`config.mk`:
```
export PLATFORM = sky130hd
export DESIGN_NAME = game_mem_top
export DESIGN_NICKNAME = d
export VERILOG_FILES = /design/src/common/cps_pkg.sv /design/src/source/frac_cen.sv /design/src/loader/rom_loader.sv /design/src/sdram_mux/slot_arbiter.sv /design/src/sdram_mux/sdram_slot_mux.sv /design/src/source/game_mem_top.sv
export SDC_FILE = /design/constraint.sdc
export NUM_CORES = 1
export LEC_CHECK = 0
export ABC_AREA = 1
export BUFFER_PORTS_ARGS = -buffer_cell sky130_fd_sc_hd__buf_2
export CORE_AREA = 3 3 137 139
export CTS_CLUSTER_SIZE = 28
export DETAILED_ROUTE_END_ITERATION = 8
export DIE_AREA = 0 0 140 142
export PLACE_DENSITY = 0.63
export SYNTH_ARGS = -nofsm -noshare
export SYNTH_HDL_FRONTEND = slang
export SYNTH_SLANG_ARGS = --single-unit
```
`constraint.sdc`:
```
create_clock -name VB -period 7.95 [get_ports VB]
set_clock_uncertainty 0.05 [all_clocks]
set_input_delay 0.3975 -clock VB [delete_from_list [all_inputs] [get_ports VB]]
set_output_delay 0.3975 -clock VB [all_outputs]
set_load 0.05 [all_outputs]
```
`src/common/cps_pkg.sv`:
```
// Shared types and constants for the game memory block
// SDRAM region map, slot indices and the packed request and command words

package cps_pkg;

    // Widths
    typedef logic [21:0] sdram_addr_t;
    typedef logic [22:0] ioctl_addr_t;
    typedef logic [15:0] word_t;
    typedef logic [31:0] sdram_data_t;
    typedef logic [1:0]  bank_t;
    typedef logic [1:0]  wrmask_t;
    typedef logic [1:0]  slot_idx_t;

    // Region offsets in SDRAM words, the download stream uses twice these
    localparam sdram_addr_t CPU_OFFSET = 22'h00_0000;
    localparam sdram_addr_t SND_OFFSET = 22'h08_0000;
    localparam sdram_addr_t GFX_OFFSET = 22'h0A_8000;
    localparam sdram_addr_t RAM_OFFSET = 22'h3A_8000;

    // Client slots
    localparam int NSLOTS = 4;

    localparam slot_idx_t SLOT_ROM = 2'd0;
    localparam slot_idx_t SLOT_RAM = 2'd1;
    localparam slot_idx_t SLOT_GFX = 2'd2;
    localparam slot_idx_t SLOT_SND = 2'd3;

    // One client request, held steady by the client until its ok pulse
    typedef struct packed {
        logic        cs;
        logic        wr;
        sdram_addr_t addr;
        wrmask_t     wrmask;
        word_t       din;
    } slot_req_t;

    // Command word to the SDRAM controller
    typedef struct packed {
        sdram_addr_t addr;
        bank_t       bank;
        logic        rnw;
        wrmask_t     wrmask;
        word_t       data_write;
    } sdram_cmd_t;

    // Download write towards the SDRAM controller
    typedef struct packed {
        sdram_addr_t addr;
        logic [7:0]  data;
        wrmask_t     mask;
        bank_t       bank;
        logic        we;
    } prog_wr_t;

    // Slot multiplexer sequencing
    typedef enum logic [1:0] {
        IDLE,
        REQ,
        WAIT_DATA,
        DONE
    } mux_state_t;

endpackage

```
`src/source/frac_cen.sv`:
```
// Fractional clock enable
// Produces N single-cycle pulses in every M clock cycles, N below M
`timescale 1ns/1ns

module frac_cen #(
    parameter int N = 5,
    parameter int M = 24
) (
    input  logic VB,
    input  logic arst_n,
    output logic cen
);

    // Sum never exceeds M+N-1
    localparam int W = $clog2(N + M);

    localparam logic [W-1:0] STEP = W'(N);
    localparam logic [W-1:0] WRAP = W'(M);

    logic [W-1:0] acc;
    logic [W-1:0] sum;

    assign sum = acc + STEP;

    // Each wrap of the accumulator is one enable pulse
    always_ff @(posedge VB or negedge arst_n) begin
        if (!arst_n) begin
            acc <= '0;
            cen <= 1'b0;
        end else if (sum >= WRAP) begin
            acc <= sum - WRAP;
            cen <= 1'b1;
        end else begin
            acc <= sum;
            cen <= 1'b0;
        end
    end

endmodule

```
`src/loader/rom_loader.sv`:
```
// ROM download mapper
// Turns the loader byte stream into SDRAM byte writes with bank and mask,
// and bytes past the graphics region into configuration strobes
`timescale 1ns/1ns

module rom_loader
    import cps_pkg::*;
(
    input  logic        VB,
    input  logic        arst_n,
    input  logic        downloading,
    input  ioctl_addr_t ioctl_addr,
    input  logic [7:0]  ioctl_data,
    input  logic        ioctl_wr,
    input  logic        sdram_ack,
    output prog_wr_t    prog,
    output logic        cfg_we
);

    // Region limits in the byte-addressed download stream
    localparam ioctl_addr_t SND_START = {SND_OFFSET, 1'b0};
    localparam ioctl_addr_t CFG_START = {RAM_OFFSET, 1'b0};

    logic        byte_wr;
    logic        in_cfg;
    logic        in_cpu;
    sdram_addr_t addr_q;
    logic [7:0]  data_q;
    wrmask_t     mask_q;
    bank_t       bank_q;
    logic        we_q;

    assign byte_wr = downloading && ioctl_wr;
    assign in_cfg  = ioctl_addr >= CFG_START;
    assign in_cpu  = ioctl_addr < SND_START;

    // Write strobe held until the controller takes it
    always_ff @(posedge VB or negedge arst_n) begin
        if (!arst_n) begin
            we_q   <= 1'b0;
            cfg_we <= 1'b0;
        end else begin
            cfg_we <= byte_wr && in_cfg;
            if (!downloading) begin
                we_q <= 1'b0;
            end else if (byte_wr && !in_cfg) begin
                we_q <= 1'b1;
            end else if (sdram_ack) begin
                we_q <= 1'b0;
            end
        end
    end

    // Byte payload, data also serves as the configuration byte
    always_ff @(posedge VB) begin
        if (byte_wr) begin
            data_q <= ioctl_data;
            addr_q <= ioctl_addr[22:1];
            // Even byte lands in the lower lane
            mask_q <= ioctl_addr[0] ? 2'b01 : 2'b10;
            // CPU code sits alone in bank 1
            bank_q <= in_cpu ? 2'd1 : 2'd0;
        end
    end

    assign prog = '{
        addr: addr_q,
        data: data_q,
        mask: mask_q,
        bank: bank_q,
        we:   we_q
    };

endmodule

```
`src/sdram_mux/slot_arbiter.sv`:
```
// Round-robin arbiter for the SDRAM client slots
// Scans from the slot after the last one served
`timescale 1ns/1ns

module slot_arbiter
    import cps_pkg::*;
(
    input  logic              VB,
    input  logic              arst_n,
    input  logic [NSLOTS-1:0] cs_vec,
    input  logic              grant_take,
    output slot_idx_t         grant,
    output logic              grant_valid
);

    slot_idx_t last_q;

    // First requester after last_q, wrapping round to last_q itself
    always_comb begin
        slot_idx_t idx;
        grant       = last_q;
        grant_valid = 1'b0;
        for (int i = 1; i <= NSLOTS; i++) begin
            idx = last_q + slot_idx_t'(i);
            if (!grant_valid && cs_vec[idx]) begin
                grant       = idx;
                grant_valid = 1'b1;
            end
        end
    end

    // Starts at the top index so slot 0 wins first
    always_ff @(posedge VB or negedge arst_n) begin
        if (!arst_n) begin
            last_q <= slot_idx_t'(NSLOTS - 1);
        end else if (grant_take) begin
            last_q <= grant;
        end
    end

endmodule

```
`src/sdram_mux/sdram_slot_mux.sv`:
```
// SDRAM slot multiplexer
// Shares one controller port among the ROM, RAM, GFX and sound slots,
// adds each slot's region offset and returns read data with an ok pulse
`timescale 1ns/1ns

module sdram_slot_mux
    import cps_pkg::*;
(
    input  logic                   VB,
    input  logic                   arst_n,
    input  logic                   downloading,
    input  slot_req_t [NSLOTS-1:0] slots,
    output logic [NSLOTS-1:0]      slot_ok,
    output sdram_data_t            slot_dout,
    output logic                   sdram_req,
    input  logic                   sdram_ack,
    input  logic                   data_rdy,
    input  sdram_data_t            data_read,
    output sdram_cmd_t             cmd,
    output logic                   refresh_en
);

    mux_state_t        state;
    slot_idx_t         grant;
    slot_idx_t         sel;
    logic              grant_valid;
    logic              grant_take;
    logic [NSLOTS-1:0] cs_vec;
    slot_req_t         granted;
    logic              slot_write;
    sdram_cmd_t        next_cmd;

    function automatic sdram_addr_t region_offset(input slot_idx_t s);
        case (s)
            SLOT_ROM: region_offset = CPU_OFFSET;
            SLOT_RAM: region_offset = RAM_OFFSET;
            SLOT_GFX: region_offset = GFX_OFFSET;
            default:  region_offset = SND_OFFSET;
        endcase
    endfunction

    always_comb begin
        for (int i = 0; i < NSLOTS; i++) begin
            cs_vec[i] = slots[i].cs;
        end
    end

    slot_arbiter u_arbiter (
        .VB          ( VB          ),
        .arst_n      ( arst_n      ),
        .cs_vec      ( cs_vec      ),
        .grant_take  ( grant_take  ),
        .grant       ( grant       ),
        .grant_valid ( grant_valid )
    );

    // No slot gets the port while the loader owns it
    assign grant_take = (state == IDLE) && grant_valid && !downloading;

    assign granted    = slots[grant];
    // Work RAM is the only writable region
    assign slot_write = granted.wr && (grant == SLOT_RAM);

    always_comb begin
        next_cmd.addr       = region_offset(grant) + granted.addr;
        next_cmd.bank       = (grant == SLOT_ROM) ? 2'd1 : 2'd0;
        next_cmd.rnw        = !slot_write;
        next_cmd.wrmask     = slot_write ? granted.wrmask : 2'b11;
        next_cmd.data_write = granted.din;
    end

    // Refresh may run while nothing waits for the port
    assign refresh_en = (state == IDLE) && !grant_valid;

    always_ff @(posedge VB or negedge arst_n) begin
        if (!arst_n) begin
            state     <= IDLE;
            sel       <= '0;
            sdram_req <= 1'b0;
            slot_ok   <= '0;
        end else begin
            slot_ok <= '0;
            case (state)
                IDLE: begin
                    if (grant_take) begin
                        sel       <= grant;
                        sdram_req <= 1'b1;
                        state     <= REQ;
                    end
                end
                REQ: begin
                    if (sdram_ack) begin
                        sdram_req <= 1'b0;
                        state     <= WAIT_DATA;
                    end
                end
                WAIT_DATA: begin
                    // Writes also finish on data_rdy
                    if (data_rdy) begin
                        slot_ok[sel] <= 1'b1;
                        state        <= DONE;
                    end
                end
                // Gives the client one cycle to drop cs
                DONE: state <= IDLE;
                default: state <= IDLE;
            endcase
        end
    end

    // Command held for the whole request
    always_ff @(posedge VB) begin
        if (grant_take) begin
            cmd <= next_cmd;
        end
        if (state == WAIT_DATA && data_rdy) begin
            slot_dout <= data_read;
        end
    end

endmodule

```
`src/source/game_mem_top.sv`:
```
// Game memory top level
// CPU clock enable, ROM download mapping and SDRAM slot sharing
`timescale 1ns/1ns

module game_mem_top
    import cps_pkg::*;
#(
    parameter int CEN_N = 5,
    parameter int CEN_M = 24
) (
    input  logic                   VB,
    input  logic                   arst_n,
    output logic                   cpu_cen,
    // ROM download
    input  logic                   downloading,
    input  ioctl_addr_t            ioctl_addr,
    input  logic [7:0]             ioctl_data,
    input  logic                   ioctl_wr,
    output prog_wr_t               prog,
    output logic                   cfg_we,
    // Client slots
    input  slot_req_t [NSLOTS-1:0] slots,
    output logic [NSLOTS-1:0]      slot_ok,
    output sdram_data_t            slot_dout,
    // SDRAM controller
    output logic                   sdram_req,
    input  logic                   sdram_ack,
    input  logic                   data_rdy,
    input  sdram_data_t            data_read,
    output sdram_cmd_t             cmd,
    output logic                   refresh_en
);

    // Main CPU enable, 5/24 of the clock by default
    frac_cen #(
        .N ( CEN_N ),
        .M ( CEN_M )
    ) u_cpu_cen (
        .VB     ( VB      ),
        .arst_n ( arst_n  ),
        .cen    ( cpu_cen )
    );

    rom_loader u_loader (
        .VB          ( VB          ),
        .arst_n      ( arst_n      ),
        .downloading ( downloading ),
        .ioctl_addr  ( ioctl_addr  ),
        .ioctl_data  ( ioctl_data  ),
        .ioctl_wr    ( ioctl_wr    ),
        .sdram_ack   ( sdram_ack   ),
        .prog        ( prog        ),
        .cfg_we      ( cfg_we      )
    );

    // Shares sdram_ack with the loader, only one side requests at a time
    sdram_slot_mux u_sdram_mux (
        .VB          ( VB          ),
        .arst_n      ( arst_n      ),
        .downloading ( downloading ),
        .slots       ( slots       ),
        .slot_ok     ( slot_ok     ),
        .slot_dout   ( slot_dout   ),
        .sdram_req   ( sdram_req   ),
        .sdram_ack   ( sdram_ack   ),
        .data_rdy    ( data_rdy    ),
        .data_read   ( data_read   ),
        .cmd         ( cmd         ),
        .refresh_en  ( refresh_en  )
    );

endmodule

```
==> results.yml, run 1 <==
run_status:
  status: "completed"
drt:
  viasPerCell: 4.68
  drtIter0Drc: 270
  drt_pass1_iterations: 4
  drc: 0
  detail_route.wirelength_mm: 19.1
  detail_route.wl_per_cell_um: 17.0
  drtAntennaViolNets: 0
  via_count: 5276
setup_path:
  cp_max_fo: 77
  end_kind: "flip-flop"
  r2r_slack_ps: 4150
  start_kind: "flip-flop"
  critical_path_required_ps: 8070
  critPathKind: "reg2reg"
  arrival_ps: 3920
place:
  globalplace.congestion: 0.794
  place.port_buffers: 349
  hpwl_mm: 14.7
die:
  core_area_um2: 17800
  die-width_um: 140
  ioPinCount: 355
  die_h_um: 142
  dieArea_um2: 19900
  rows: 49
  start_util_pct: 35.4
logic_synthesis:
  ys_warn_count: 0
  ys.flop_type: "edfxtp_1"
  synth.distinct_cells: 43
  syn_inst: 542
  yosys.area.top_type_share_pct: 51.1
  syn_area_per_cell_um2: 11.6
  synth_top_cell_by_area: "edfxtp_1"
  async_flop_share_pct: 15.1
  synth_enable_flop_cells: 107
  ys_ff_latch: 126
  yosys-top-cells-area: "edfxtp_1 (51%), dfrtp_1 (6.8%), o31ai_2 (6.0%), nor2_1 (4.5%), nand2_1 (4.4%)"
  synth_area_um2: 6290
  ys_seq_area_share_pct: 58.7
timing:
  max_slew_margin_pct: 21.7
  fin_crit_ps: 3800
  finalCritPeriodShare_pct: 47.8
  setup_violations: 0
  fmax_mhz: 263
  fin_tns_setup_ps: 0
  rsz0062_at_grt: "no"
  worst_pin_slew_ps: 1170
  maxSlewViolCount: 0
  holdWs_ps: 108
  finalHoldViolCount: 0
power:
  ir_drop_mv: 0.393
  p_leak_nw: 4.01
  powerDensity_nw_per_um2: 542
layout:
  fin_nets: 1133
  area_delta_synth_final_pct: 38.6
  drive_above_1_share_pct: 53.5
  fin_util_pct: 49.0
  num_antenna_cells: 0
grt:
  grt_overflow: 0
  grt_util_all_layers_pct: 18.3
  grt_pass1_wl_mm: 28.1
  grt_pass1_vias: 5028
  antenna_found_initial: 3
  grt_start_max_net_pins: 80
clocking:
  htree_levels: 4
  worst_skew_pair.late_latency_ps: 400
  clkTransAtPathRegs_ps: 70
  cts_buffer_depth: 2
  cts_inserted_buffers: 17
  cts.sinks: 126
  cts-root-buf: "clkbuf_16"
  tritoncts: "yes"
  cts_resized: 0
flow_run:
  drv_cap: 0
hold_path:
  hold_class: "in2reg"
## worst max-delay path, stage by stage, from the launching register on
cell,delay (ps)
dfstp_2,700
inv_2,200
nand2_1,120
nand2_2,70
nand2_2,100
nand2_4,80
nor2_2,130
nand3_1,150
nand2_4,690
ha_1,390
ha_1,360
nand2_1,90
inv_1,40
nand3_1,60
nand2_1,80
nand2_1,90
nand2_1,50
nand2_1,50
nand2_1,40
## synthesized netlist by cell type, types with 2 or more instances
cell / n
a21oi_1: 8
a31oi_1: 4
buf_2: 9
buf_4: 7
buf_6: 10
clkbuf_1: 3
dfrtp_1: 17
dfstp_2: 2
edfxtp_1: 107
ha_1: 10
inv_1: 32
inv_2: 5
nand2_1: 73
nand2_2: 16
nand2_4: 8
nand3_1: 20
nand3_2: 2
nand4_1: 4
nor2_1: 76
nor3_1: 5
o211ai_1: 10
o211ai_2: 21
o21ai_0: 10
o31ai_2: 30
or2_1: 22
or2_2: 10
xnor2_1: 3
xor2_1: 3
## worst paths after layout
path / from / end / cells after the start
min in group asynchronous: arst_n / u_loader.we_q / 2
max in group asynchronous: arst_n / u_sdram_mux.u_arbiter.last_q[0] / 2
setup reg to reg: u_sdram_mux.u_arbiter.last_q[0] / u_sdram_mux.cmd[41] / 18
setup / recovery: u_sdram_mux.u_arbiter.last_q[0] / u_sdram_mux.cmd[41] / 18
hold reg to reg: u_cpu_cen.acc[0] / u_cpu_cen.acc[0] / 1
hold / removal: data_read[26] / u_sdram_mux.slot_dout[26] / 1
## metal layers
layer  routed length [um]  track usage (%)
met1                 7620             22.7
met2                 9550             31.3
met3                 1750             6.01
met5                   41                0
met4                  187             4.39
## power breakdown
| part | internal [W] | total [W] | leakage [nW] | switching (W) |
|---|---|---|---|---|
| clock network | 0.000441 | 0.000763 | 0.274 | 0.000322 |
| registers | 0.00105 | 0.00110 | 1.23 | 0.0000537 |
| logic | 0.000898 | 0.00286 | 2.51 | 0.00196 |
| total | 0.00239 | 0.00472 | 4.01 | 0.00234 |
## placed cells by master, fill, tap and decap left out, drive strengths merged
cell	count
nand3	23
bufinv	1
clkbuf	17
inv	46
or2	33
and2	1
a32o	1
conb	2
clkinvlp	3
a22oi	1
o211ai	31
xor2	3
o2111ai	1
nor3	5
nand4	4
buf	352
o31ai	31
o21bai	1
dfrtp	17
clkinv	3
xnor2	3
ha	10
or3	1
nor2	77
a21oi	8
dlygate4sd3	1
dfstp	2
a31oi	4
o21a	1
a21o	1
o21ai	11
nand2	97
edfxtp	107
## final cells by class
| class | instances | area (um^2) |
|---|---|---|
| fillers | 1677 | 9060 |
| flip-flops and latches | 126 | 3690 |
| multi-input cells | 350 | 2240 |
| repair buffers | 353 | 1780 |
| clock buffers | 17 | 425 |
| well taps | 229 | 287 |
| clock inverters | 15 | 149 |
| inverters | 38 | 146 |
## sequential cells by signal, indices dropped and copies added (netlist names)
name,count
u_loader.addr_q,22
u_loader.we_q,1
u_sdram_mux.slot_dout,32
u_sdram_mux.state,2
u_sdram_mux.cmd,42
u_cpu_cen.cen,1
u_sdram_mux.sel,2
u_sdram_mux.u_arbiter.last_q,2
u_cpu_cen.acc,5
u_loader.data_q,8
u_loader.bank_q,1
u_loader.cfg_we,1
u_sdram_mux.sdram_req,1
u_loader.mask_q,2
u_sdram_mux.slot_ok,4
## kinds of logic (layout without fill, tap and decap cells)
family	Yosys count	after routing	share of synthesized area, %
AOI/OAI and AO/OA	91	91	14.1
xor gates and xnor gates	6	6	0.835
adders and majority gates	10	10	1.99
buffers and inverters	67	423	5.83
DFF	126	126	58.7
other	1	2	0.0596
and+or+nand+nor	241	241	18.5
## metrics by stage
stage          area, um^2  worst slack, ps  power (W)  std cells
3_3_place_gp         8140             4090    0.00400       1095
4_1_cts              8720             4090    0.00479       1128
5_1_grt              8720             3790    0.00511       1128
3_5_place_dp         8140             4090    0.00402       1095
6_report             8720             4150    0.00472       1128
2_1_floorplan        6290             4990    0.00358        543
## repair_timing
item,4_1_cts,5_1_grt
hold endpoints to repair,17,0
buffers inserted,0,0
hold buffers,1,0
Power figures use the tool's default switching activity.
==> run 2, diff against run 1 <==
--- a/config.mk
+++ b/config.mk
@@ -7,10 +7,10 @@
 export LEC_CHECK = 0
 export ABC_AREA = 1
 export BUFFER_PORTS_ARGS = -buffer_cell sky130_fd_sc_hd__buf_2
-export CORE_AREA = 3 3 137 139
+export CORE_AREA = 3 3 138 140
 export CTS_CLUSTER_SIZE = 28
 export DETAILED_ROUTE_END_ITERATION = 8
-export DIE_AREA = 0 0 140 142
+export DIE_AREA = 0 0 141 143
 export PLACE_DENSITY = 0.63
 export SYNTH_ARGS = -nofsm -noshare
 export SYNTH_HDL_FRONTEND = slang
==> constraint.sdc (replaced) <==
create_clock -name VB -period 3.75 [get_ports VB]
set_clock_uncertainty 0.05 [all_clocks]
set_input_delay 0.1875 -clock VB [delete_from_list [all_inputs] [get_ports VB]]
set_output_delay 0.1875 -clock VB [all_outputs]
set_load 0.05 [all_outputs]
==> results.yml, run 2 (same netlist as run 1, synthesis figures left out) <==
run_status:
  status: "completed"
timing:
  fin_ws_ps: 409
  maxSlewViolCount: 0
  max_slew_margin_pct: 29.7
  holdWs_ps: 21.4
  finalHoldViolCount: 0
  setup_violations: 0
  fmax_mhz: 299
  worst_pin_slew_ps: 1050
  fin_tns_setup_ps: 0
  finalCritPeriodShare_pct: 89.1
  rsz0062_at_grt: "no"
  fin_crit_ps: 3340
clocking:
  clkTransAtPathRegs_ps: 60
  cts_inserted_buffers: 17
  tritoncts: "yes"
  holdBufCountCts: 66
  htree_levels: 4
  cts.sinks: 126
  cts_resized: 0
  cts-root-buf: "clkbuf_16"
  post_cts_buffers: 0
  cts_buffer_depth: 2
  worst_skew_pair.late_latency_ps: 400
setup_path:
  cp_num_cells: 18
  cp_max_fo: 20
  r2r_cells: 18
  cp_cell_sequence: "inv_2 > nand2_1 > nand2_2 > nand2_2 > nand2_4 > nor2_2 > nand3_1 > nand2_2 > ha_1 > ha_1 > nand2_1 > inv_1 > nand3_1 > nand2_1 > nand2_1 > nand2_1 > nand2_1 > nand2_1"
  critPathMostFrequentCell: "nand2_1"
  arrival_ps: 3460
  cpMaxStageDelayCell: "dfstp_2"
  path_buf_inv: 2
  critical_path_required_ps: 3860
  end_kind: "flip-flop"
  slowest_delay_ps: 700
  crit_family: "simple AND/OR/NAND/NOR gates"
  critPathKind: "reg2reg"
  start_kind: "flip-flop"
layout:
  largest_reg_flops: 42
  final_cell_mix: "buf_2 (349), edfxtp_1 (107), nor2_1 (76)"
  largestRegisters: "u_sdram_mux.cmd: 42 flops, u_sdram_mux.slot_dout: 32 flops, u_loader.addr_q: 22 flops"
  fin_nets: 1201
  final_common_cell: "buf_2"
  num_antenna_cells: 0
  drive_above_1_share_pct: 50.1
  largest_register: "u_sdram_mux.cmd"
  area_delta_synth_final_pct: 50.6
  fin_util_pct: 52.7
power:
  p_sw_w: 0.00505
  ir_drop_mv: 0.941
  p_seq_share_pct: 22.4
  power.total_w: 0.0104
  internal-power_w: 0.00537
  p_leak_nw: 4.33
  powerDensity_nw_per_um2: 1100
  swShare_pct: 48.4
  clkPwrFrac_pct: 17.1
  combinationalPowerShare_pct: 60.5
grt:
  grt_util_all_layers_pct: 19.0
  grt_overflow: 0
  grt_pass1_vias: 5445
  grt_start_max_net_pins: 60
  grt_pass1_wl_mm: 29.6
  antenna_found_initial: 0
die:
  die_h_um: 143
  core_area_um2: 18000
  die-width_um: 141
  rows: 49
  start_util_pct: 35.0
  ioPinCount: 355
  dieArea_um2: 20200
place:
  hpwl_mm: 14.6
  dp_slack_ps: 412
  globalplace.congestion: 0.861
  place.port_buffers: 349
drt:
  drc: 0
  detail_route.wl_per_cell_um: 16.6
  via_count: 5515
  drtIter0Drc: 210
  detail_route.wirelength_mm: 19.9
  drt_pass1_iterations: 4
  viasPerCell: 4.61
  drtAntennaViolNets: 0
flow_run:
  drv_cap: 0
hold_path:
  hold_class: "in2reg"
  min_path_cells: 2
==> run 2: cell types whose count changed in the layout (fill, tap and decap cells not counted) <==
cell | previous run | this run
inv_6 | 7 | 3
bufinv_16 | 1 | 4
nand2_4 | 9 | 8
clkinv_1 | 1 | 0
clkbuf_1 | 0 | 1
nand2_2 | 15 | 16
dlygate4sd3_1 | 1 | 66
clkinvlp_4 | 3 | 1
inv_2 | 5 | 6
buf_4 | 3 | 4
buf_12 | 0 | 2
clkinv_4 | 1 | 3
==> run 2: power groups by stage <==
stage | clock (W) | combinational, W | sequential [W]
2_1_floorplan | 0 | 0.00429 | 0.00330
3_3_place_gp | 0 | 0.00623 | 0.00235
3_5_place_dp | 0 | 0.00633 | 0.00235
4_1_cts | 0.00183 | 0.00638 | 0.00233
5_1_grt | 0.00188 | 0.00701 | 0.00237
6_report | 0.00178 | 0.00631 | 0.00233
==> run 2: final cells by class <==
type	count	area (um^2)
clock buffer	18	429
clock inverter	14	208
fill	1595	8490
inverter	38	145
multi-input combinational	350	2240
sequential	126	3690
tap	229	287
timing repair buffer	421	2480
==> run 2: per-layer routing <==
| metal | routed length (um) | share of wire (%) | GRT usage (%) | vias to the layer above |
|---|---|---|---|---|
| met4 | 471 | 2.4 | 7.34 | 0 |
| met5 | 0 | 0 | 0 | - |
| li1 | - | - | - | 2723 |
| met2 | 9890 | 50 | 32.0 | 246 |
| met1 | 7940 | 40 | 23.1 | 2519 |
| met3 | 1600 | 8.0 | 5.36 | 27 |
==> run 2: path summary, 6_finish.rpt <==
check | startpoint | to | slack [ps]
min in group asynchronous | arst_n | u_loader.cfg_we | 200
min reg2reg | u_cpu_cen.acc[0] | u_cpu_cen.acc[0] | 410
max | u_sdram_mux.u_arbiter.last_q[0] | u_sdram_mux.cmd[41] | 410
min | downloading | u_loader.we_q | 20
max in group asynchronous | arst_n | u_sdram_mux.u_arbiter.last_q[0] | 3120
max reg2reg | u_sdram_mux.u_arbiter.last_q[0] | u_sdram_mux.cmd[41] | 410
==> run 2: stage by stage <==
stage	cell area, um^2	cells
finish	9470	1196
global route	9470	1196
CTS	9470	1196
detailed placement	8180	1098
global placement	8180	1098
floorplan	6290	543
